<file path="src/dsp_settings.svh">
/*
 * Shared widths and constants of the audio DSP core
 * Sample and word widths, memory depth, opcode field and start address
 */
`ifndef DSP_SETTINGS_SVH
`define DSP_SETTINGS_SVH

// Audio side
`define DSP_SAMPLE_W	16	// ADC/DAC sample
`define DSP_WORD_W		18	// CPU data and instruction word

// Instruction format
`define DSP_ADDR_W		12	// Address field
`define DSP_OPC_W		6	// Opcode field
`define DSP_OPC_LSB		`DSP_ADDR_W	// Opcode sits above the address

// Program/data memory
`define DSP_MEM_AW		8	// Address bits decoded by the RAM
`define DSP_MEM_DEPTH	256

// Arithmetic
`define DSP_FRAC_LSB	16	// Lowest product bit kept by MULT
`define DSP_SHL_W		3	// SHL shift count bits

`define DSP_START_PC	12'h000	// Every run starts here

`endif

</file>
<file path="src/audio_pkg.sv">
/*
 * Audio sample types
 * ADC/DAC sample and widened 2.16 word
 */
`include "dsp_settings.svh"

package audio_pkg;

	// Sample as seen at the top-level pins
	typedef logic signed [`DSP_SAMPLE_W-1:0] audio_sample_t;

	// Widened sample or filter result in 2.16 format
	// Two zero bits below the 16-bit sample
	typedef logic signed [`DSP_WORD_W-1:0] audio_word_t;

endpackage

</file>
<file path="src/sample_if.sv">
/*
 * Framer to CPU link
 * Four-phase req/ack with sample and result words
 */
`timescale 1ns/1ps
`include "dsp_settings.svh"

interface sample_if;

	logic						req;	// Run request from framer
	logic						ack;	// Run done from CPU
	audio_pkg::audio_word_t		sample;	// Stable while req is high
	audio_pkg::audio_word_t		result;	// Valid with ack

	modport framer
	(
		output req, sample,
		input ack, result
	);

	modport cpu
	(
		input req, sample,
		output ack, result
	);

endinterface

</file>
<file path="src/sample_framer.sv">
/*
 * Sample framer
 * LR clock edge qualifier, sample capture, req sequencing, output latch
 */
`timescale 1ns/1ps
`include "dsp_settings.svh"

module sample_framer
(
	input	logic						AUD_CTRL_CLK,
	input	logic						reset,
	input	logic						dac_lrck,
	input	audio_pkg::audio_sample_t	adc_sample,
	sample_if.framer					link,
	output	audio_pkg::audio_sample_t	audio_out
);

	logic lrck_q1, lrck_q2;		// LR clock history
	logic lr_edge;				// Qualified rising edge
	logic req_q;
	logic in_flight;			// Run not yet fully retired
	audio_pkg::audio_word_t sample_q;
	audio_pkg::audio_word_t last_result;

	// Rise after two low samples
	assign lr_edge = dac_lrck && !lrck_q1 && !lrck_q2;

	// Busy from req rise until ack has dropped again
	assign in_flight = req_q || link.ack;

	////////////////////
	// Handshake and output
	////////////////////
	always_ff @(posedge AUD_CTRL_CLK or posedge reset)
	begin
		if (reset)
		begin
			lrck_q1		<= 1'b0;
			lrck_q2		<= 1'b0;
			req_q		<= 1'b0;
			last_result	<= '0;
			audio_out	<= '0;
		end
		else
		begin
			lrck_q1 <= dac_lrck;
			lrck_q2 <= lrck_q1;
			if (lr_edge)
				audio_out <= last_result[`DSP_WORD_W-1 -: `DSP_SAMPLE_W];	// Drop 2 fraction LSBs
			if (lr_edge && !in_flight)
				req_q <= 1'b1;				// New run from next cycle
			else if (req_q && link.ack)
			begin
				req_q		<= 1'b0;		// Phase 2 of handshake
				last_result	<= link.result;
			end
		end
	end

	// Capture and widen, skipped while a run is in flight
	always_ff @(posedge AUD_CTRL_CLK)
	begin
		if (lr_edge && !in_flight)
			sample_q <= {adc_sample, {(`DSP_WORD_W-`DSP_SAMPLE_W){1'b0}}};
	end

	assign link.req		= req_q;
	assign link.sample	= sample_q;	// Held for the whole run

endmodule

</file>
<file path="src/flat_wrapper.sv">
// flat-port wrapper written by rule: the top's interface ports become plain ports
module sample_framer_flat 
  (AUD_CTRL_CLK, reset, dac_lrck, adc_sample, audio_out, link_req, link_sample, link_ack, link_result);
  sample_if link_i ();
  input	logic AUD_CTRL_CLK;
  input	logic reset;
  input	logic dac_lrck;
  input	audio_pkg::audio_sample_t adc_sample;
  output	audio_pkg::audio_sample_t audio_out;
  output wire logic [$bits(link_i.req)-1:0] link_req;
  output wire logic [$bits(link_i.sample)-1:0] link_sample;
  input wire logic [$bits(link_i.ack)-1:0] link_ack;
  input wire logic [$bits(link_i.result)-1:0] link_result;
  assign link_req = link_i.req;
  assign link_sample = link_i.sample;
  assign link_i.ack = link_ack;
  assign link_i.result = link_result;
  sample_framer u_core (.AUD_CTRL_CLK(AUD_CTRL_CLK), .reset(reset), .dac_lrck(dac_lrck), .adc_sample(adc_sample), .link(link_i), .audio_out(audio_out));
endmodule
</file>
<file path="config.mk">
export PLATFORM = sky130hd
export DESIGN_NAME = sample_framer_flat
export DESIGN_NICKNAME = d
export VERILOG_FILES = /design/src/audio_pkg.sv /design/src/sample_if.sv /design/src/sample_framer.sv /design/src/flat_wrapper.sv
export VERILOG_INCLUDE_DIRS = /design/src /design/src/src
export SDC_FILE = /design/constraint.sdc
export NUM_CORES = 1
export LEC_CHECK = 0
export BUFFER_PORTS_ARGS = -buffer_cell sky130_fd_sc_hd__buf_2
export CAP_MARGIN = 20
export CORE_UTILIZATION = 42
export DETAILED_ROUTE_END_ITERATION = 16
export PLACE_DENSITY = 0.81
export SLEW_MARGIN = 10
export SYNTH_ARGS = -nofsm -noshare
export SYNTH_HDL_FRONTEND = slang
export SYNTH_SLANG_ARGS = --single-unit
</file>
<file path="constraint.sdc">
create_clock -name AUD_CTRL_CLK -period 2.35 [get_ports AUD_CTRL_CLK]
set_input_delay 0.1175 -clock AUD_CTRL_CLK [delete_from_list [all_inputs] [get_ports AUD_CTRL_CLK]]
set_output_delay 0.1175 -clock AUD_CTRL_CLK [all_outputs]
set_load 0.1 [all_outputs]
</file>
**After elaboration in Yosys (flattened, before gate mapping)**

Index checks and enable logic that the tools add are counted.

- Reductions and logical operators: 10
- Bitwise gates (word level): 1
- Multiplexer cells: 2

Operator list:

| operator | count |
|---|---|
| 1-bit logical AND | 4 |
| 1-bit zero test | 3 |
| 1-bit two-way mux | 2 |
| 2-bit AND reduction | 1 |
| 2-bit nonzero test | 1 |
| 1-bit logical OR | 1 |
| 1-bit NOT | 1 |

- Register bits: 53
- Word-level logic and storage cells: 19
- Input bits: 38
- Output and inout bits: 35

**Depth between registers and ports, before layout**

- Depth in word-level cells: 6
- Depth in mapped cells: 3
- Mapped depth without buffers: 2

**Worst setup path before layout**

OpenSTA, ideal clock, no wires.

- Path kind: register -> register
- From: register u_core.req_q, in the netlist u_core.link.req
- To: register u_core.sample_q[10], in the netlist u_core.link.sample[10], enable pin
- Buffers on the path: 0
- Arrival time: 2072 ps
- Required time: 1941 ps
- Clock period less this slack: 2482 ps
- Setup time: 409 ps
- Slack: -132 ps
- Cell stages (with the launch flop): 2
- Path through: dfrtp_1 -> nor3_1

- Longest elaborated chain between the ends: 3

RTL lines:

| what | line | RTL |
|---|---|---|
| from (decl) | sample_framer.sv:20 | `logic req_q;` |
| from (signal assigned) | sample_framer.sv:40 | `req_q <= 1'b0;` |
| from (signal assigned) | sample_framer.sv:51 | `req_q <= 1'b1;` |
| from (signal assigned) | sample_framer.sv:54 | `req_q <= 1'b0;` |
| 1-bit logical OR | sample_framer.sv:29 | `assign in_flight = req_q \|\| link.ack;` |
| 1-bit zero test | sample_framer.sv:63 | `if (lr_edge && !in_flight)` |
| 1-bit logical AND | sample_framer.sv:63 |  |
| to (signal assigned) | sample_framer.sv:64 | `` sample_q <= {adc_sample, {(`DSP_WORD_W-`DSP_SAMPLE_W){1'b0}}}; `` |
| to (decl) | sample_framer.sv:22 | `audio_pkg::audio_word_t sample_q;` |

Every way passes these cells.
A chain may end at the register's enable or synchronous reset.

**Worst setup path in the final report**

- From: input dac_lrck
- To: register u_core.sample_q[4], in the netlist u_core.link.sample[4], enable pin

- Longest elaborated chain between the ends: 3

RTL lines:

| what | line | RTL |
|---|---|---|
| from (decl) | flat_wrapper.sv:7 | `input logic dac_lrck;` |
| 1-bit logical AND (2 in series) | sample_framer.sv:26 | `assign lr_edge = dac_lrck && !lrck_q1 && !lrck_q2;` |
| 1-bit logical AND | sample_framer.sv:63 |  |

Every way passes these cells.

==> impl_results.html <==
<table>
<tr><th>Metric</th><th>Value</th></tr>
<tr><th colspan="2">Run status</th></tr>
<tr><td>Run status</td><td>complete, no violations</td></tr>
<tr><th colspan="2">Worst hold path</th></tr>
<tr><td>Origin of the worst min-delay path</td><td>link_result[2]</td></tr>
<tr><td>Class of the tightest hold or removal check</td><td>input pin to flip-flop</td></tr>
<tr><td>Instance count along the most critical hold path</td><td>2</td></tr>
<tr><td>Worst min-delay path endpoint</td><td>u_core.last_result[2]</td></tr>
<tr><th colspan="2">Routing</th></tr>
<tr><td>Final routed wirelength across all metal layers</td><td>3.31 mm</td></tr>
<tr><td>Remaining design rule violation count</td><td>0</td></tr>
<tr><td>Wire length per cell after detailed routing</td><td>13.8 um</td></tr>
<tr><td>Vias per cell</td><td>4.59</td></tr>
<tr><td>Count of TritonRoute iterations in the first routing pass</td><td>2</td></tr>
<tr><td>Residual antenna-violating net count after detailed routing</td><td>0</td></tr>
<tr><td>Vias</td><td>1,101</td></tr>
<tr><td>Violation count after the first detailed-route iteration</td><td>80</td></tr>
<tr><th colspan="2">Cells and area</th></tr>
<tr><td>Antenna diodes</td><td>0</td></tr>
<tr><td>Count of non-filler cells in the finished layout</td><td>240</td></tr>
<tr><td>Post-layout net count</td><td>227</td></tr>
<tr><td>Synthesis-to-layout area growth</td><td>38.6%</td></tr>
<tr><td>Fraction of final layout cells with drive strength greater than 1</td><td>0.584</td></tr>
<tr><th colspan="2">Clock tree</th></tr>
<tr><td>Maximum buffer depth of the clock tree</td><td>2</td></tr>
<tr><td>Cts bufs inserted</td><td>5</td></tr>
<tr><td>Clk Latency, worst-skew pair</td><td>0.29 ns</td></tr>
<tr><td>Post CTS Setup Buffer Count</td><td>0</td></tr>
<tr><td>CTS Root Buffer Type</td><td>sky130_fd_sc_hd__clkbuf_8</td></tr>
<tr><td># clock sinks</td><td>51</td></tr>
<tr><td>CTS tree</td><td>done</td></tr>
<tr><td>Clock-pin slew on the worst setup and hold paths</td><td>0.08 ns</td></tr>
<tr><td>CTS H-Tree Depth</td><td>2</td></tr>
<tr><th colspan="2">Floorplan</th></tr>
<tr><td>Initial standard-cell utilization of the core</td><td>0.445</td></tr>
<tr><td>Total number of placement rows</td><td>23</td></tr>
<tr><td>Number of primary I/O pins</td><td>73</td></tr>
<tr><td>Placeable core region</td><td>4060 sq um</td></tr>
<tr><td>Die Span Y</td><td>67.6 um</td></tr>
<tr><td>Chip Width</td><td>67.6 um</td></tr>
<tr><td>Die footprint</td><td>4570 sq um</td></tr>
<tr><th colspan="2">Placement</th></tr>
<tr><td>Placed instance count</td><td>213</td></tr>
<tr><td>HPWL after DPL</td><td>2.35 mm</td></tr>
<tr><td>RD Place Congestion</td><td>0.641</td></tr>
<tr><td>Port Buffers</td><td>68</td></tr>
<tr><th colspan="2">Logic synthesis</th></tr>
<tr><td>Cells after Synth</td><td>96</td></tr>
<tr><td>Number of warnings printed during yosys synthesis</td><td>0</td></tr>
<tr><td>Ranking of synthesized cells by area</td><td>sky130_fd_sc_hd__dfrtp_1 (48%), sky130_fd_sc_hd__edfxtp_1 (27%), sky130_fd_sc_hd__mux2_2 (18%)</td></tr>
<tr><td>Library cell occupying the most area in the post-synthesis netlist</td><td>sky130_fd_sc_hd__dfrtp_1</td></tr>
<tr><td>Adder-cell area share of the yosys netlist</td><td>0</td></tr>
<tr><td>Average cell area after synthesis</td><td>18.8 sq um</td></tr>
<tr><td>Post-synthesis compound-gate area fraction</td><td>0.00277</td></tr>
<tr><td>Portion of synthesized cell area occupied by the leading cell type</td><td>0.485</td></tr>
<tr><td>Main combinational cell family by area after synthesis</td><td>multiplexers</td></tr>
<tr><td>Count of state elements after synthesis</td><td>51</td></tr>
<tr><td>Fraction of synthesized area in multiplexers</td><td>0.206</td></tr>
<tr><td>Combined area of all synthesized cells</td><td>1810 sq um</td></tr>
<tr><td>Basic-gate share of the synthesized area counting and, or, nand and nor cells</td><td>0.0166</td></tr>
<tr><td>Distinct cells, synth</td><td>13</td></tr>
<tr><td>Post-synthesis xor/xnor area fraction</td><td>0</td></tr>
<tr><td>Portion of the post-synthesis area used by sequential elements</td><td>0.751</td></tr>
<tr><th colspan="2">Run</th></tr>
<tr><td>Max Cap Violations</td><td>0</td></tr>
<tr><th colspan="2">Global routing</th></tr>
<tr><td>Via count of the first global-routing pass</td><td>1,129</td></tr>
<tr><td>First-pass GRT wire length</td><td>4.91 mm</td></tr>
<tr><td>Initial antenna violation count</td><td>0</td></tr>
<tr><td>Total grt overflow</td><td>0</td></tr>
<tr><td>Maximum number of pins on one net before global-route repair</td><td>36</td></tr>
<tr><td>Total global-route track usage</td><td>0.151</td></tr>
<tr><th colspan="2">Setup path</th></tr>
<tr><td>Reg2reg start</td><td>u_core.lrck_q1</td></tr>
<tr><td>Worst r2r dst</td><td>u_core.link.sample[4]</td></tr>
<tr><td>Startpoint-to-endpoint class of the critical path</td><td>input pin to flip-flop</td></tr>
<tr><td>Path depth of the worst reg2reg path</td><td>3</td></tr>
<tr><td>Worst setup slack for register-to-register paths</td><td>0.74 ns</td></tr>
<tr><td>Kind of end point of the critical path</td><td>flip-flop</td></tr>
<tr><td>Crit path DAT</td><td>1.63 ns</td></tr>
<tr><td>Critical Path Source</td><td>dac_lrck</td></tr>
<tr><td>Required @ worst endpoint</td><td>2.34 ns</td></tr>
<tr><td>Startpoint types</td><td>input pin</td></tr>
<tr><td>Highest net fanout along the worst path</td><td>16</td></tr>
<tr><th colspan="2">Timing</th></tr>
<tr><td>Fin. max-slew vios</td><td>0</td></tr>
<tr><td>Fin crit period</td><td>1.63 ns</td></tr>
<tr><td>Number of failing setup endpoints in the final timing report</td><td>0</td></tr>
<tr><td>Total negative setup slack</td><td>0 ns</td></tr>
<tr><td>Fin Clk Skew</td><td>0.00452 ns</td></tr>
<tr><td>Timing-limited maximum frequency</td><td>612 MHz</td></tr>
<tr><td>RSZ-0062 raised after global routing</td><td>no</td></tr>
<tr><td>Period utilisation layout</td><td>0.695</td></tr>
<tr><td>Max transition margin</td><td>0.557</td></tr>
<tr><td>Worst slew pin tran</td><td>0.663 ns</td></tr>
<tr><td>Fin. Hold Viols</td><td>0</td></tr>
<tr><th colspan="2">Power</th></tr>
<tr><td>Power density over cell area</td><td>1220 nW/um^2</td></tr>
<tr><td>Maximum ir drop on the vdd rail</td><td>0.730 mV</td></tr>
<tr><td>Overall power of the completed layout</td><td>3.06 mW</td></tr>
<tr><td>Leak</td><td>1.16 nW</td></tr>
</table>
[worst max-delay path, cell delays in order]
cell	delay, ns
sky130_fd_sc_hd__dlygate4sd3_1	0.52
sky130_fd_sc_hd__buf_2	0.11
sky130_fd_sc_hd__or3b_1	0.48
sky130_fd_sc_hd__nor3_2	0.15
sky130_fd_sc_hd__buf_4	0.25
[metal layers]
layer / share of wire / GRT usage / vias up / routed length, um
met3: 0.093 / 0.0608 / 4 / 309
li1: - / - / 520 / -
met4: 0.0094 / 0.0399 / 0 / 31
met5: 0 / 0 / - / 0
met1: 0.42 / 0.177 / 515 / 1380
met2: 0.48 / 0.255 / 62 / 1590
[flip-flops by register name (all words and copies together) (netlist names)]
name,cells
u_core.audio_out,16
u_core.last_result,16
u_core.link.req,1
u_core.link.sample,16
u_core.lrck_q1,1
u_core.lrck_q2,1
[power breakdown]
group / total [mW] / internal (mW) / switching, mW
clock network: 0.572 / 0.318 / 0.254
logic: 1.28 / 0.272 / 1.01
registers: 1.21 / 1.11 / 0.0971
[synth_stat cells]
cell type,count
sky130_fd_sc_hd__conb_1,1
sky130_fd_sc_hd__mux2_4,3
sky130_fd_sc_hd__nor3_1,1
sky130_fd_sc_hd__buf_2,2
sky130_fd_sc_hd__nand2_1,1
sky130_fd_sc_hd__a21oi_1,1
sky130_fd_sc_hd__inv_1,2
sky130_fd_sc_hd__or3b_1,1
sky130_fd_sc_hd__mux2_2,29
sky130_fd_sc_hd__dfrtp_1,35
sky130_fd_sc_hd__edfxtp_1,16
sky130_fd_sc_hd__buf_4,3
sky130_fd_sc_hd__nor3b_2,1
[area by class of cell]
cell class              count  area [sq um]
fillers                   305          1550
flip-flops and latches     51          1360
repair buffers             90           553
multi-input cells          39           419
clock buffers               7          76.3
well taps                  50          62.6
clock inverters             1          30.0
inverters                   2          7.51
[worst max-delay path by stage]
stage,endpoint,depth (start not counted)
6_report,u_core.link.sample[4],5
3_5_place_dp,u_core.link.sample[12],3
5_1_grt,u_core.link.sample[16],5
3_3_place_gp,u_core.link.sample[4],3
4_1_cts,u_core.link.sample[14],5
2_1_floorplan,u_core.link.sample[10],1
[per-stage QoR]
stage	worst slack, ns	cell area (sq um)	hold slack (ns)	util
3_5_place_dp	0.736	2210	0.235	0.544
4_1_cts	0.723	2490	0.00691	0.615
6_report	0.717	2500	0.0511	0.617
2_1_floorplan	0.357	1820	0.149	-
5_1_grt	0.652	2500	0.0371	0.617
3_3_place_gp	0.783	2210	0.217	0.544
[placed cells by master (no fill, tap or decap)]
master	count
sky130_fd_sc_hd__bufinv_16	1
sky130_fd_sc_hd__nand2_1	1
sky130_fd_sc_hd__a21oi_1	1
sky130_fd_sc_hd__clkbuf_1	2
sky130_fd_sc_hd__buf_2	68
sky130_fd_sc_hd__dfrtp_1	35
sky130_fd_sc_hd__conb_1	2
sky130_fd_sc_hd__mux2_4	3
sky130_fd_sc_hd__mux2_2	29
sky130_fd_sc_hd__nor3b_2	1
sky130_fd_sc_hd__dlygate4sd3_1	19
sky130_fd_sc_hd__nor3_2	1
sky130_fd_sc_hd__clkbuf_8	5
sky130_fd_sc_hd__or3b_1	1
sky130_fd_sc_hd__buf_4	3
sky130_fd_sc_hd__inv_1	2
sky130_fd_sc_hd__edfxtp_1	16
[cells by family after synthesis]
| group | Yosys count |
|---|---|
| flip-flops | 51 |
| buffers and inverters | 7 |
| AND/OR/NAND/NOR | 4 |
| other | 1 |
| AO/OA/AOI/OAI | 1 |
| multiplexers | 32 |
[repair_timing]
| item | CTS | global route |
|---|---|---|
| hold buffers | 18 | 1 |
| gates resized for setup | 0 | 0 |
| hold endpoints to repair | 52 | 1 |
(Power assumes the default switching activity.)
