--- src/dsp_settings.svh ---
/*
 * Shared widths and constants of the audio DSP core
 * Sample and word widths, memory depth, opcode field and start address
 */
`ifndef DSP_SETTINGS_SVH
`define DSP_SETTINGS_SVH

// Audio side
`define DSP_SAMPLE_W	16	// ADC/DAC sample
`define DSP_WORD_W		18	// CPU data and instruction word

// Instruction format
`define DSP_ADDR_W		12	// Address field
`define DSP_OPC_W		6	// Opcode field
`define DSP_OPC_LSB		`DSP_ADDR_W	// Opcode sits above the address

// Program/data memory
`define DSP_MEM_AW		8	// Address bits decoded by the RAM
`define DSP_MEM_DEPTH	256

// Arithmetic
`define DSP_FRAC_LSB	16	// Lowest product bit kept by MULT
`define DSP_SHL_W		3	// SHL shift count bits

`define DSP_START_PC	12'h000	// Every run starts here

`endif

--- src/audio_pkg.sv ---
/*
 * Audio sample types
 * ADC/DAC sample and widened 2.16 word
 */
`include "dsp_settings.svh"

package audio_pkg;

	// Sample as seen at the top-level pins
	typedef logic signed [`DSP_SAMPLE_W-1:0] audio_sample_t;

	// Widened sample or filter result in 2.16 format
	// Two zero bits below the 16-bit sample
	typedef logic signed [`DSP_WORD_W-1:0] audio_word_t;

endpackage

--- src/cpu_pkg.sv ---
/*
 * Accumulator CPU types
 * Word and address vectors, opcode enum, FSM state enum
 */
`include "dsp_settings.svh"

package cpu_pkg;

	typedef logic [`DSP_WORD_W-1:0] cpu_word_t;	// Instruction or data
	typedef logic [`DSP_ADDR_W-1:0] cpu_addr_t;	// Instruction address field
	typedef logic [`DSP_MEM_AW-1:0] mem_addr_t;	// RAM address

	// ISA opcodes
	typedef enum logic [`DSP_OPC_W-1:0] {
		OP_ADD	= 6'd0,
		OP_ST	= 6'd1,
		OP_LD	= 6'd2,
		OP_JMP	= 6'd3,
		OP_JNEG	= 6'd4,	// Branch on accumulator sign
		OP_OUT	= 6'd5,	// Ends the run
		OP_IN	= 6'd6,	// Loads the captured sample
		OP_MULT	= 6'd7,	// 2.16 fractional
		OP_SHL	= 6'd8
	} cpu_opcode_e;

	// CPU FSM
	typedef enum logic [3:0] {
		S_IDLE,		// Waiting for req
		S_FETCH,
		S_DECODE,
		S_ADD,
		S_STORE,	// Write cycle
		S_STORE2,
		S_STORE3,
		S_LOAD,
		S_JMP,
		S_JNEG,
		S_OUT,
		S_IN,
		S_MULT,
		S_SHL,
		S_RELEASE	// Holding ack until req drops
	} cpu_state_e;

endpackage

--- src/sample_if.sv ---
/*
 * Framer to CPU link
 * Four-phase req/ack with sample and result words
 */
`timescale 1ns/1ps
`include "dsp_settings.svh"

interface sample_if;

	logic						req;	// Run request from framer
	logic						ack;	// Run done from CPU
	audio_pkg::audio_word_t		sample;	// Stable while req is high
	audio_pkg::audio_word_t		result;	// Valid with ack

	modport framer
	(
		output req, sample,
		input ack, result
	);

	modport cpu
	(
		input req, sample,
		output ack, result
	);

endinterface

--- src/mem_if.sv ---
/*
 * CPU to program/data RAM bus
 * Address, write data, write enable and async read data
 */
`timescale 1ns/1ps
`include "dsp_settings.svh"

interface mem_if;

	cpu_pkg::cpu_addr_t		addr;	// Full 12-bit field
	cpu_pkg::cpu_word_t		wdata;	// Accumulator
	logic					we;
	cpu_pkg::cpu_word_t		rdata;	// Combinational from addr

	modport cpu
	(
		output addr, wdata, we,
		input rdata
	);

	modport memory
	(
		input addr, wdata, we,
		output rdata
	);

endinterface

--- src/sc_cpu.sv ---
/*
 * 18-bit accumulator CPU
 * Fetch/decode/execute FSM, 2.16 fractional multiply, req/ack run control
 */
`timescale 1ns/1ps
`include "dsp_settings.svh"

module sc_cpu
(
	input	logic	AUD_CTRL_CLK,
	input	logic	reset,
	sample_if.cpu	link,
	mem_if.cpu		bus
);

	cpu_pkg::cpu_state_e state;
	cpu_pkg::cpu_addr_t pc;
	cpu_pkg::cpu_word_t acc;		// Accumulator
	cpu_pkg::cpu_word_t ir;			// Instruction register
	cpu_pkg::cpu_word_t mdr;		// Operand latched in DECODE
	cpu_pkg::cpu_word_t result_q;
	cpu_pkg::cpu_addr_t ir_addr;
	cpu_pkg::cpu_opcode_e opcode;
	logic ack_q;
	logic acc_neg;
	logic signed [2*`DSP_WORD_W-1:0] product;
	cpu_pkg::cpu_word_t mult_res;

	assign ir_addr	= ir[`DSP_ADDR_W-1:0];
	assign opcode	= cpu_pkg::cpu_opcode_e'(ir[`DSP_WORD_W-1:`DSP_OPC_LSB]);
	assign acc_neg	= acc[`DSP_WORD_W-1];

	////////////////////
	// Fractional multiply
	////////////////////
	assign product = $signed(acc) * $signed(mdr);
	// Sign plus bits 32..16 of the product
	assign mult_res = {product[2*`DSP_WORD_W-1],
		product[`DSP_FRAC_LSB+`DSP_WORD_W-2:`DSP_FRAC_LSB]};

	////////////////////
	// Main FSM
	////////////////////
	always_ff @(posedge AUD_CTRL_CLK or posedge reset)
	begin
		if (reset)
		begin
			state	<= cpu_pkg::S_IDLE;
			pc		<= `DSP_START_PC;
			ack_q	<= 1'b0;
		end
		else
		begin
			case (state)
				cpu_pkg::S_IDLE:
				begin
					if (link.req)
					begin
						pc		<= `DSP_START_PC;	// Fresh run
						acc		<= '0;
						state	<= cpu_pkg::S_FETCH;
					end
				end
				cpu_pkg::S_FETCH:
				begin
					ir		<= bus.rdata;
					pc		<= pc + 1'b1;
					state	<= cpu_pkg::S_DECODE;
				end
				cpu_pkg::S_DECODE:
				begin
					mdr <= bus.rdata;	// Operand at address field
					case (opcode)
						cpu_pkg::OP_ADD:	state <= cpu_pkg::S_ADD;
						cpu_pkg::OP_ST:		state <= cpu_pkg::S_STORE;
						cpu_pkg::OP_LD:		state <= cpu_pkg::S_LOAD;
						cpu_pkg::OP_JMP:	state <= cpu_pkg::S_JMP;
						cpu_pkg::OP_JNEG:	state <= cpu_pkg::S_JNEG;
						cpu_pkg::OP_OUT:	state <= cpu_pkg::S_OUT;
						cpu_pkg::OP_IN:		state <= cpu_pkg::S_IN;
						cpu_pkg::OP_MULT:	state <= cpu_pkg::S_MULT;
						cpu_pkg::OP_SHL:	state <= cpu_pkg::S_SHL;
						default:			state <= cpu_pkg::S_FETCH;	// Unknown opcode
					endcase
				end
				cpu_pkg::S_ADD:
				begin
					acc		<= acc + mdr;	// Wraps at 18 bits
					state	<= cpu_pkg::S_FETCH;
				end
				cpu_pkg::S_STORE:	state <= cpu_pkg::S_STORE2;	// we high here
				cpu_pkg::S_STORE2:	state <= cpu_pkg::S_STORE3;
				cpu_pkg::S_STORE3:	state <= cpu_pkg::S_FETCH;
				cpu_pkg::S_LOAD:
				begin
					acc		<= mdr;
					state	<= cpu_pkg::S_FETCH;
				end
				cpu_pkg::S_JMP:
				begin
					pc		<= ir_addr;
					state	<= cpu_pkg::S_FETCH;
				end
				cpu_pkg::S_JNEG:
				begin
					if (acc_neg)
						pc <= ir_addr;	// Taken
					state <= cpu_pkg::S_FETCH;
				end
				cpu_pkg::S_IN:
				begin
					acc		<= link.sample;
					state	<= cpu_pkg::S_FETCH;
				end
				cpu_pkg::S_MULT:
				begin
					acc		<= mult_res;
					state	<= cpu_pkg::S_FETCH;
				end
				cpu_pkg::S_SHL:
				begin
					acc		<= acc << mdr[`DSP_SHL_W-1:0];
					state	<= cpu_pkg::S_FETCH;
				end
				cpu_pkg::S_OUT:
				begin
					result_q	<= acc;
					ack_q		<= 1'b1;	// Run done
					state		<= cpu_pkg::S_RELEASE;
				end
				cpu_pkg::S_RELEASE:
				begin
					// Hold ack until framer drops req
					if (!link.req)
					begin
						ack_q	<= 1'b0;
						state	<= cpu_pkg::S_IDLE;
					end
				end
				default:	state <= cpu_pkg::S_FETCH;
			endcase
		end
	end

	////////////////////
	// Memory address and write
	////////////////////
	always_comb
	begin
		case (state)
			cpu_pkg::S_IDLE:	bus.addr = `DSP_START_PC;
			cpu_pkg::S_DECODE,
			cpu_pkg::S_STORE,
			cpu_pkg::S_JMP:		bus.addr = ir_addr;
			cpu_pkg::S_JNEG:	bus.addr = acc_neg ? ir_addr : pc;
			default:			bus.addr = pc;
		endcase
	end

	assign bus.we		= (state == cpu_pkg::S_STORE);	// First store cycle only
	assign bus.wdata	= acc;

	assign link.ack		= ack_q;
	assign link.result	= result_q;

endmodule

--- src/flat_wrapper.sv ---
// flat-port wrapper written by rule: the top's interface ports become plain ports
module sc_cpu_flat 
  (AUD_CTRL_CLK, reset, link_req, link_sample, link_ack, link_result, bus_addr, bus_wdata, bus_we, bus_rdata);
  sample_if link_i ();
  mem_if bus_i ();
  input	logic AUD_CTRL_CLK;
  input	logic reset;
  input wire logic [$bits(link_i.req)-1:0] link_req;
  input wire logic [$bits(link_i.sample)-1:0] link_sample;
  output wire logic [$bits(link_i.ack)-1:0] link_ack;
  output wire logic [$bits(link_i.result)-1:0] link_result;
  output wire logic [$bits(bus_i.addr)-1:0] bus_addr;
  output wire logic [$bits(bus_i.wdata)-1:0] bus_wdata;
  output wire logic [$bits(bus_i.we)-1:0] bus_we;
  input wire logic [$bits(bus_i.rdata)-1:0] bus_rdata;
  assign link_i.req = link_req;
  assign link_i.sample = link_sample;
  assign link_ack = link_i.ack;
  assign link_result = link_i.result;
  assign bus_addr = bus_i.addr;
  assign bus_wdata = bus_i.wdata;
  assign bus_we = bus_i.we;
  assign bus_i.rdata = bus_rdata;
  sc_cpu u_core (.AUD_CTRL_CLK(AUD_CTRL_CLK), .reset(reset), .link(link_i), .bus(bus_i));
endmodule
--- config.mk ---
export PLATFORM = sky130hd
export DESIGN_NAME = sc_cpu_flat
export DESIGN_NICKNAME = d
export VERILOG_FILES = /design/src/audio_pkg.sv /design/src/cpu_pkg.sv /design/src/sample_if.sv /design/src/mem_if.sv /design/src/sc_cpu.sv /design/src/flat_wrapper.sv
export VERILOG_INCLUDE_DIRS = /design/src /design/src/src
export SDC_FILE = /design/constraint.sdc
export NUM_CORES = 1
export LEC_CHECK = 0
export BUFFER_PORTS_ARGS = -buffer_cell sky130_fd_sc_hd__buf_2
export CAP_MARGIN = 20
export CORE_ASPECT_RATIO = 0.9
export CORE_MARGIN = 2
export CORE_UTILIZATION = 62
export DETAILED_ROUTE_END_ITERATION = 16
export GPL_ROUTABILITY_DRIVEN = 0
export PLACE_DENSITY = 0.77
export SYNTH_ARGS = -nofsm -noshare
export SYNTH_HDL_FRONTEND = slang
export SYNTH_SLANG_ARGS = --single-unit
--- constraint.sdc ---
create_clock -name AUD_CTRL_CLK -period 8.7 [get_ports AUD_CTRL_CLK]
set_input_delay 0.87 -clock AUD_CTRL_CLK [delete_from_list [all_inputs] [get_ports AUD_CTRL_CLK]]
set_output_delay 0.87 -clock AUD_CTRL_CLK [all_outputs]
set_load 0.1 [all_outputs]
======== Yosys cells after proc, flatten, opt, wreduce, memory -nomap -nowiden ========
Memories as Yosys holds them, arrays and structs flattened. A register that Yosys moved wholly into a read port is not among the register bits.
Cells that the tools add are included.
word-level totals
  ROM bits ................................ 64
  logic and storage cells ................. 54
  register bits ........................... 89
  memories kept ........................... 1
  input bits .............................. 39
memories
  name              depth  width  read ports  clocked after memory_dff  wr ports  line          RTL
  (name not given)  16     4      1           1                         0         sc_cpu.sv:73  case (opcode)
operators by class
  reductions and logical operators ........ 13
  bitwise gates (word level) .............. 1
  equality and inequality tests ........... 15
  multipliers ............................. 1
  add/sub/neg operators ................... 2
  mux-type cells .......................... 13
  shift-type cells ........................ 1
operators with widths
  operator                                             count
  one-hot mux 18 bit (6 select lines)                  1
  one-hot mux 12 bit (4 select lines)                  1
  multiplier 18 x 18 -> 36 bit                         1
  one-hot mux 12 bit (3 select lines)                  1
  equality test 4 bit, second input constant           7
  one-hot mux 4 bit (7 select lines)                   1
  two-way mux 12 bit                                   2
  adder 18 bit                                         1
  two-way mux 18 bit                                   1
  left shift 18 x 3 -> 18 bit                          1
  two-way mux 4 bit                                    4
  adder 12 x 1 -> 12 bit, second input constant        1
  equality test 4 x 3 -> 1 bit, second input constant  3
  AND reduction 2 bit                                  6
  equality test 4 x 2 -> 1 bit, second input constant  2
  nonzero test 6 bit                                   1
  equality test 4 x 1 -> 1 bit, second input constant  1
  zero test 4 bit                                      1
  inequality test 2 bit, second input constant         2
  nonzero test 4 bit                                   1
  AND reduction 3 bit                                  1
  OR reduction 3 bit                                   1
  zero test 2 bit                                      1
  one-hot mux 1 bit (2 select lines)                   1
  other kinds (3)                                      3

======== Longest topological paths before layout ========
Gate-level depths: netlist (run 1).
  word-level depth ........................ 3
  mapped depth ............................ 28
  gate-level depth less buffers ........... 23

======== Worst setup path after synthesis (run 1) ========
No wires, ideal clock.
  path kind ............................... reg2reg
  start ................................... reg u_core.acc[17] (netlist: u_core.bus.wdata[17])
  end ..................................... reg u_core.acc[17] (netlist: u_core.bus.wdata[17]), data pin
  period minus slack after synthesis ...... 7.184 ns
  stages on the path, launching flop included .. 24
  setup time .............................. 0.272 ns
  path buffers ............................ 2
  required time ........................... 8.428 ns
  arrival ................................. 6.913 ns
  slack ................................... 1.516 ns
  path through ............................ edfxtp_1 clkbuf_1 clkbuf_1 nand2_1 fa_1 inv_1 fa_1 inv_1 fa_1 inv_1 fa_1 fa_1 inv_1 fa_1 inv_1 ha_1 inv_1 o21bai_1 o21ai_0 o211ai_1 a32oi_4 a2111oi_4 mux2i_1 or4_1
between the ends
  cells in the longest elaborated chain, start to end .. 2
  elaborated cells on any way between the ends .. 4
  classes of those cells .................. add/sub (1); mul (1); shift (1); mux (1)
RTL lines
  element                                                     line           RTL
  from (decl)                                                 sc_cpu.sv:18   cpu_pkg::cpu_word_t acc;
  from (signal assigned)                                      sc_cpu.sv:88   acc <= acc + mdr;
  from (signal assigned)                                      sc_cpu.sv:96   acc <= mdr;
  from (signal assigned)                                      sc_cpu.sv:112  acc <= link.sample;
  multiplier 18 x 18 -> 36 bit, or another cell as far along  sc_cpu.sv:36   assign product = $signed(acc) * $signed(mdr);
  one-hot mux 18 bit (6 select lines) (*)                     sc_cpu.sv:54   case (state)
Every way passes the cells marked *; elsewhere a longest branch is shown, timed or not.
A chain may end at the register's enable or synchronous reset.

======== Final worst setup path (run 1) ========
Same ends and word-level chain as after synthesis.

==> results.md, run 1 <==
* Worst-Skew Late Latency at 0.35 ns
* Number of global-route vias before repair at 13.9k
* CTS buffer count at 9
* Synth area leaders: fa_1 38%, edfxtp_1 13%, inv_1 8.9%, ha_1 8.0%, and2_1 5.6%
* Root Driver: clkbuf_16
* Hold EP: u_core.state[3]
* CTS tree: yes
* Hold Crit Class: reg2reg
* Layout Nets at 2329
* Synth cell types at 69
* Critical Path Source Type: flop
* Remaining Overflow, GRT at 0
* Slew Limit Fails at 0
* Diodes inserted at 0
* Register Area at 2670 um2
* Worst R2R Path Depth at 20
* Number of antenna violations at the first check in global routing at 1
* Yosys Warn Count at 0
* Layout cell share with drive strength beyond 1 at 8.30%
* Ys flop type: edfxtp_1
* WP data required at 8.79 ns
* Async set-or-reset flop fraction in the synthesized netlist at 18.3%
* Multi-input gate area at 12700 um2
* Drt drc at 0
* Setup TNS at 0 ns
* FF-to-FF Start: u_core.bus.wdata[17]
* Critical path's largest stage delay at 1.02 ns
* Crit Reg-Reg Endpoint: u_core.bus.wdata[17]
* Area delta synth->final at 6.47%
* CP Class: reg2reg
* TritonRoute pass-1 iters at 7
* Min-Delay Path Depth at 2
* Cell taking the most area after synthesis: fa_1
* Final hold violation count at 0
* Crit path max-delay cell type: edfxtp_1
* Gr usage total at 32.7%
* DP HPWL at 35000 um
* Die H at 162 um
* Max_slew headroom at 26.0%
* Initial drt markers at 1248
* Post-synthesis sequential area ratio at 15.5%
* WP data arrival at 7.56 ns
* Final setup viols at 0
* RSZ-0062 raised after global routing: no
* Number of H-tree levels at 3
* Routed WL per cell at 20.3 um
* Global-route wire length before repair at 72600 um
* Cells after synthesis at 1804
* Final period utilization at 85.8%
* Width of the chip at 179 um
* DIE AREA at 29000 um2
* Total number of vias at 13.1k
* Final wirelength at 44800 um
* EDFF count, synth at 72
* Fin util at 67.4%
* Top-area cell type share of the netlist area at 38.4%
* Via-per-instance ratio at 5.93
* Flop2flop setup slack at 1.23 ns
* Final Instance Area at 18300 um2
* Crit Path Max Fanout at 24
* Most common cell after layout, fill and taps aside: inv_1
* Mean Syn Cell Area at 9.51 um2
* Pin slew with the least headroom to its limit at 1.11 ns
* Post-route ant nets at 0
* # rows at 57
* Leading cell types in the layout, fill and taps excluded: 407 x inv_1, 329 x fa_1, 190 x nand2_1
* Syn_nets at 2282
* CORE AREA at 27100 um2
* Synthesized cell area at 17200 um2
* Crit path launch: u_core.bus.wdata[17]
* Clock transition at path regs at 0.07 ns
* #FFs+latches synth at 93
* # port buffers at 88
* Clk sink count at 93
* Placed cell area at 18000 um2
* Worst Skew at 0.00623 ns
* Crit-path most repeated cell: inv_1
* Post-CTS Hold Fix Bufs at 0
* Outcome: finished, final reports clean
* Post-cts resize count at 0
* Clock Path Buffers at 2
* Io pins at 89
* Post-CTS setup buffer count at 0
* Highest clock rate at 134 MHz
* Largest net degree at the start of global routing at 33
* Initial core utilization at 63.3%
* Filler Cell Count at 2142
* Post-layout minimum cycle time at 7.47 ns
* MaxCap Viol Count at 0
* CP Cell Sequence: inv_1 > nor2_1 > fa_1 > inv_1 > fa_1 > inv_1 > ha_1 > inv_1 > fa_1 > inv_1 > fa_1 > inv_1 > fa_1 > inv_1 > ha_1 > and3_1 > a32oi_4 > a2111oi_4 > mux2i_1 > or4_1
* Setup crit end kind: flop
[stage by stage]
stage | setup slack (ns) | hold WS, ns | std cells
4_1_cts | 1.28 | 0.432 | 2209
6_report | 1.23 | 0.429 | 2210
3_3_place_gp | 1.50 | 0.417 | 2193
2_1_floorplan | 1.52 | 0.403 | 1804
3_5_place_dp | 1.29 | 0.418 | 2193
5_1_grt | 0.845 | 0.458 | 2210
[critical path, delay by kind of cell, from the launching register on]
family / cells / cell delay, ns
mux: 1 / 0.11
simple gates: 3 / 1.01
fa+ha+maj: 7 / 3.45
flops: 1 / 1.02
compound gates: 2 / 0.54
buf+inv: 7 / 1.05
[routing by layer]
layer  GRT usage [%]  vias up  part of all wire (%)
met3            6.20      129                    11
met4            10.4        0                   3.5
li1                -     5745                     -
met2            52.8      710                    47
met5               0        -                     0
met1            45.1     6523                    38
[worst max-delay path by stage]
stage / to / slack, ns / depth (start not counted)
6_report: u_core.bus.wdata[17] / 1.23 / 20
5_1_grt: u_core.bus.wdata[17] / 0.84 / 20
4_1_cts: u_core.bus.wdata[17] / 1.28 / 20
3_5_place_dp: u_core.bus.wdata[17] / 1.29 / 20
3_3_place_gp: u_core.bus.wdata[17] / 1.50 / 20
2_1_floorplan: u_core.bus.wdata[17] / 1.52 / 23
[sequential cells by signal, summed over array words and instances, names as in the netlist, named ones only]
| signal | count |
|---|---|
| u_core.ir | 18 |
| u_core.bus.wdata | 18 |
| u_core.pc | 12 |
| u_core.link.ack | 1 |
| u_core.state | 4 |
| u_core.link.result | 18 |
| u_core.mdr | 18 |
[cells in the mapped netlist, types with 4 or more instances]
cell / count
dfrtp_1: 17
a21o_1: 11
a31oi_1: 9
mux4_2: 8
nor2b_1: 9
nor2_1: 63
nand2_1: 190
a22oi_1: 6
o21ai_0: 51
and3_1: 8
inv_1: 407
edfxtp_1: 72
xor2_1: 8
mux2_2: 4
o211ai_1: 6
o311ai_0: 4
nor3_1: 18
a221o_1: 12
a222oi_1: 10
a22o_1: 12
o221ai_1: 5
nand2b_1: 17
fa_1: 329
a211o_1: 4
mux2i_1: 17
o21bai_1: 5
nand3_1: 21
buf_1: 4
a21oi_1: 44
nand4_1: 6
xnor2_1: 21
clkbuf_1: 76
dfxtp_1: 4
and2_1: 153
ha_1: 110
a211oi_1: 12
o21a_1: 5
[kinds of logic after synthesis]
family          count (synthesis)  synth area share, %
flops                          93                 15.5
fa+ha+maj                     440                 46.5
buf+inv                       492                 10.8
compound gates                222                 9.13
xor+xnor                       29                 1.48
simple gates                  499                 14.3
mux                            29                 2.30
[final cells by class]
class                      count  area share, %
clock inverter                 7          0.377
sequential                    93           14.6
clock buffer                   9           1.23
inverter                     409           8.40
multi-input combinational   1219           69.2
timing repair buffer         119           3.72
tap                          354           2.42
Power of run 1 is not shown: default switching activity piles up to over one toggle a cycle in this logic, so the estimate is an artifact.
==> run 2: changes to the inputs <==
--- a/config.mk
+++ b/config.mk
@@ -13,7 +13,7 @@
 export CORE_UTILIZATION = 62
 export DETAILED_ROUTE_END_ITERATION = 16
 export GPL_ROUTABILITY_DRIVEN = 0
-export PLACE_DENSITY = 0.77
+export PLACE_DENSITY = 0.81
 export SYNTH_ARGS = -nofsm -noshare
 export SYNTH_HDL_FRONTEND = slang
 export SYNTH_SLANG_ARGS = --single-unit
==> run 2 against run 1 <==
Against the previous run: register-to-register slack worse by 0.15 ns; critical path type unchanged; critical endpoint unchanged; setup slack worse by 0.15 ns; first-iteration DRC count is 5.0% lower; largest cell class unchanged.
==> results.md, run 2 (synthesis results as in run 1) <==
* Max_slew headroom at 24.5% (-1.6 points)
* Diodes inserted at 0 (unchanged)
* Hold Crit Class: reg2reg
* CP Class: reg2reg
* Setup TNS at 0 ns (unchanged)
* Outcome: finished, final reports clean
* Post-CTS Hold Fix Bufs at 0 (unchanged)
* Final period utilization at 87.6% (+1.8 points)
* Gr usage total at 33.1% (+0.38 points)
* Via-per-instance ratio at 5.97 (+0.67%)
* Remaining Overflow, GRT at 0 (unchanged)
* Initial drt markers at 1186 (-5.0%)
* Die H at 162 um (unchanged)
* Setup crit end kind: flop
* Number of H-tree levels at 3 (unchanged)
* Post-layout minimum cycle time at 7.62 ns (+0.155 ns)
* Highest clock rate at 131 MHz (-2.0%)
* WP data required at 8.80 ns (about the same)
* TritonRoute pass-1 iters at 7 (unchanged)
* Largest net degree at the start of global routing at 28 (-15%)
* Routed WL per cell at 20.6 um (+1.4%)
* Width of the chip at 179 um (unchanged)
* CP Cell Sequence: inv_1 > nor2_1 > fa_1 > inv_1 > fa_1 > inv_1 > ha_1 > inv_1 > fa_1 > inv_1 > fa_1 > inv_1 > fa_1 > inv_1 > ha_1 > a21oi_1 > o21a_1 > nor2_1 > a31oi_1 > o221ai_1 > or4_1
* WP data arrival at 7.71 ns (+0.15 ns)
* Slew Limit Fails at 0 (unchanged)
* Post-cts resize count at 0 (unchanged)
* Total number of vias at 13.2k (+0.67%)
* MaxCap Viol Count at 0 (unchanged)
* Drt drc at 0 (unchanged)
* Io pins at 89 (unchanged)
* Top delay family on crit path: adder cells
* Leading cell types in the layout, fill and taps excluded: 407 x inv_1, 329 x fa_1, 190 x nand2_1
* Final wirelength at 45400 um (+1.4%)
* Worst-Skew Late Latency at 0.36 ns (about the same)
* Initial core utilization at 63.3% (unchanged)
* Pin slew with the least headroom to its limit at 1.13 ns (+0.0233 ns)
* DP HPWL at 35300 um (+0.79%)
* Most common cell after layout, fill and taps aside: inv_1
* RSZ-0062 raised after global routing: no
* Final hold violation count at 0 (unchanged)
* Number of global-route vias before repair at 13.9k (+0.35%)
* GR peak layer: met2
* Layout Nets at 2329 (unchanged)
* Clock transition at path regs at 0.08 ns (about the same)
* # rows at 57 (unchanged)
* DIE AREA at 29000 um2 (unchanged)
* Clk sink count at 93 (unchanged)
* CTS tree: yes
* Crit-path most repeated cell: inv_1
* Clock Path Buffers at 2 (unchanged)
* Critical Path Source Type: flop
* Critical path's largest stage delay at 1.04 ns (+0.02 ns)
* Global-route wire length before repair at 73300 um (+0.90%)
* CTS buffer count at 9 (unchanged)
* Crit Path Max Fanout at 24 (unchanged)
* Number of antenna violations at the first check in global routing at 0 (-1)
* Worst Skew at 0.0165 ns (+0.0103 ns)
* Final setup viols at 0 (unchanged)
* # port buffers at 88 (unchanged)
* Post-CTS setup buffer count at 0 (unchanged)
* M2 GR Usage at 53.5% (+0.71 points)
* Grt met3 use at 7.07% (+0.87 points)
* Root Driver: clkbuf_16
* CORE AREA at 27100 um2 (unchanged)
* Layout cell share with drive strength beyond 1 at 8.24% (-0.054 points)
* Worst path buffer plus inverter count at 7 (unchanged)
* GR Layer Usage met1 at 44.8% (-0.34 points)
* Crit path max-delay cell type: edfxtp_1
* Post-route ant nets at 0 (unchanged)
* Area delta synth->final at 6.73%
## run 2: stage by stage
step | area [um2] | hold slack, ns | worst slack (ns) | instances | utilization (%)
2_1_floorplan | 17200 | 0.403 | 1.52 | 1804 | -
3_3_place_gp | 18000 | 0.413 | 1.28 | 2193 | 66.3
3_5_place_dp | 18000 | 0.419 | 1.16 | 2194 | 66.3
4_1_cts | 18300 | 0.441 | 1.13 | 2210 | 67.6
5_1_grt | 18300 | 0.472 | 0.675 | 2210 | 67.6
6_report | 18300 | 0.440 | 1.08 | 2210 | 67.6
## run 2: layout make-up
type | count | area, um2
flip-flops and latches | 93 | 2670
multi-input cells | 1219 | 12700
fillers | 2079 | 8780
well taps | 354 | 443
repair buffers | 119 | 681
clock buffers | 12 | 279
inverters | 409 | 1540
clock inverters | 4 | 58.8
## run 2: per-layer routing
metal	part of all wire, %	vias up	routed length (um)
li1	-	5750	-
met1	39	6545	17500
met2	47	753	21400
met3	10	147	4770
met4	4.0	0	1800
met5	0	-	0
## run 2: path summary, 6_finish.rpt
kind	start	cells past startpoint	slack, ns	to
worst max-delay path	u_core.bus.wdata[17]	21	1.08	u_core.bus.wdata[17]
worst min-delay path	flop	2	0.44	u_core.state[3]
worst max register to register	u_core.bus.wdata[17]	21	1.08	u_core.bus.wdata[17]
worst min register to register	flop	2	0.44	u_core.state[3]
max in group asynchronous	reset	2	7.55	u_core.pc[7]
min in group asynchronous	reset	2	0.69	u_core.pc[2]
## run 2: tightest hold or removal path: cells and delay by family, from the launching register on
family	cells	cell delay (ns)
flip-flops	1	0.30
AND/OR/NAND/NOR	2	0.10
Power of run 2 is left out for the same reason.
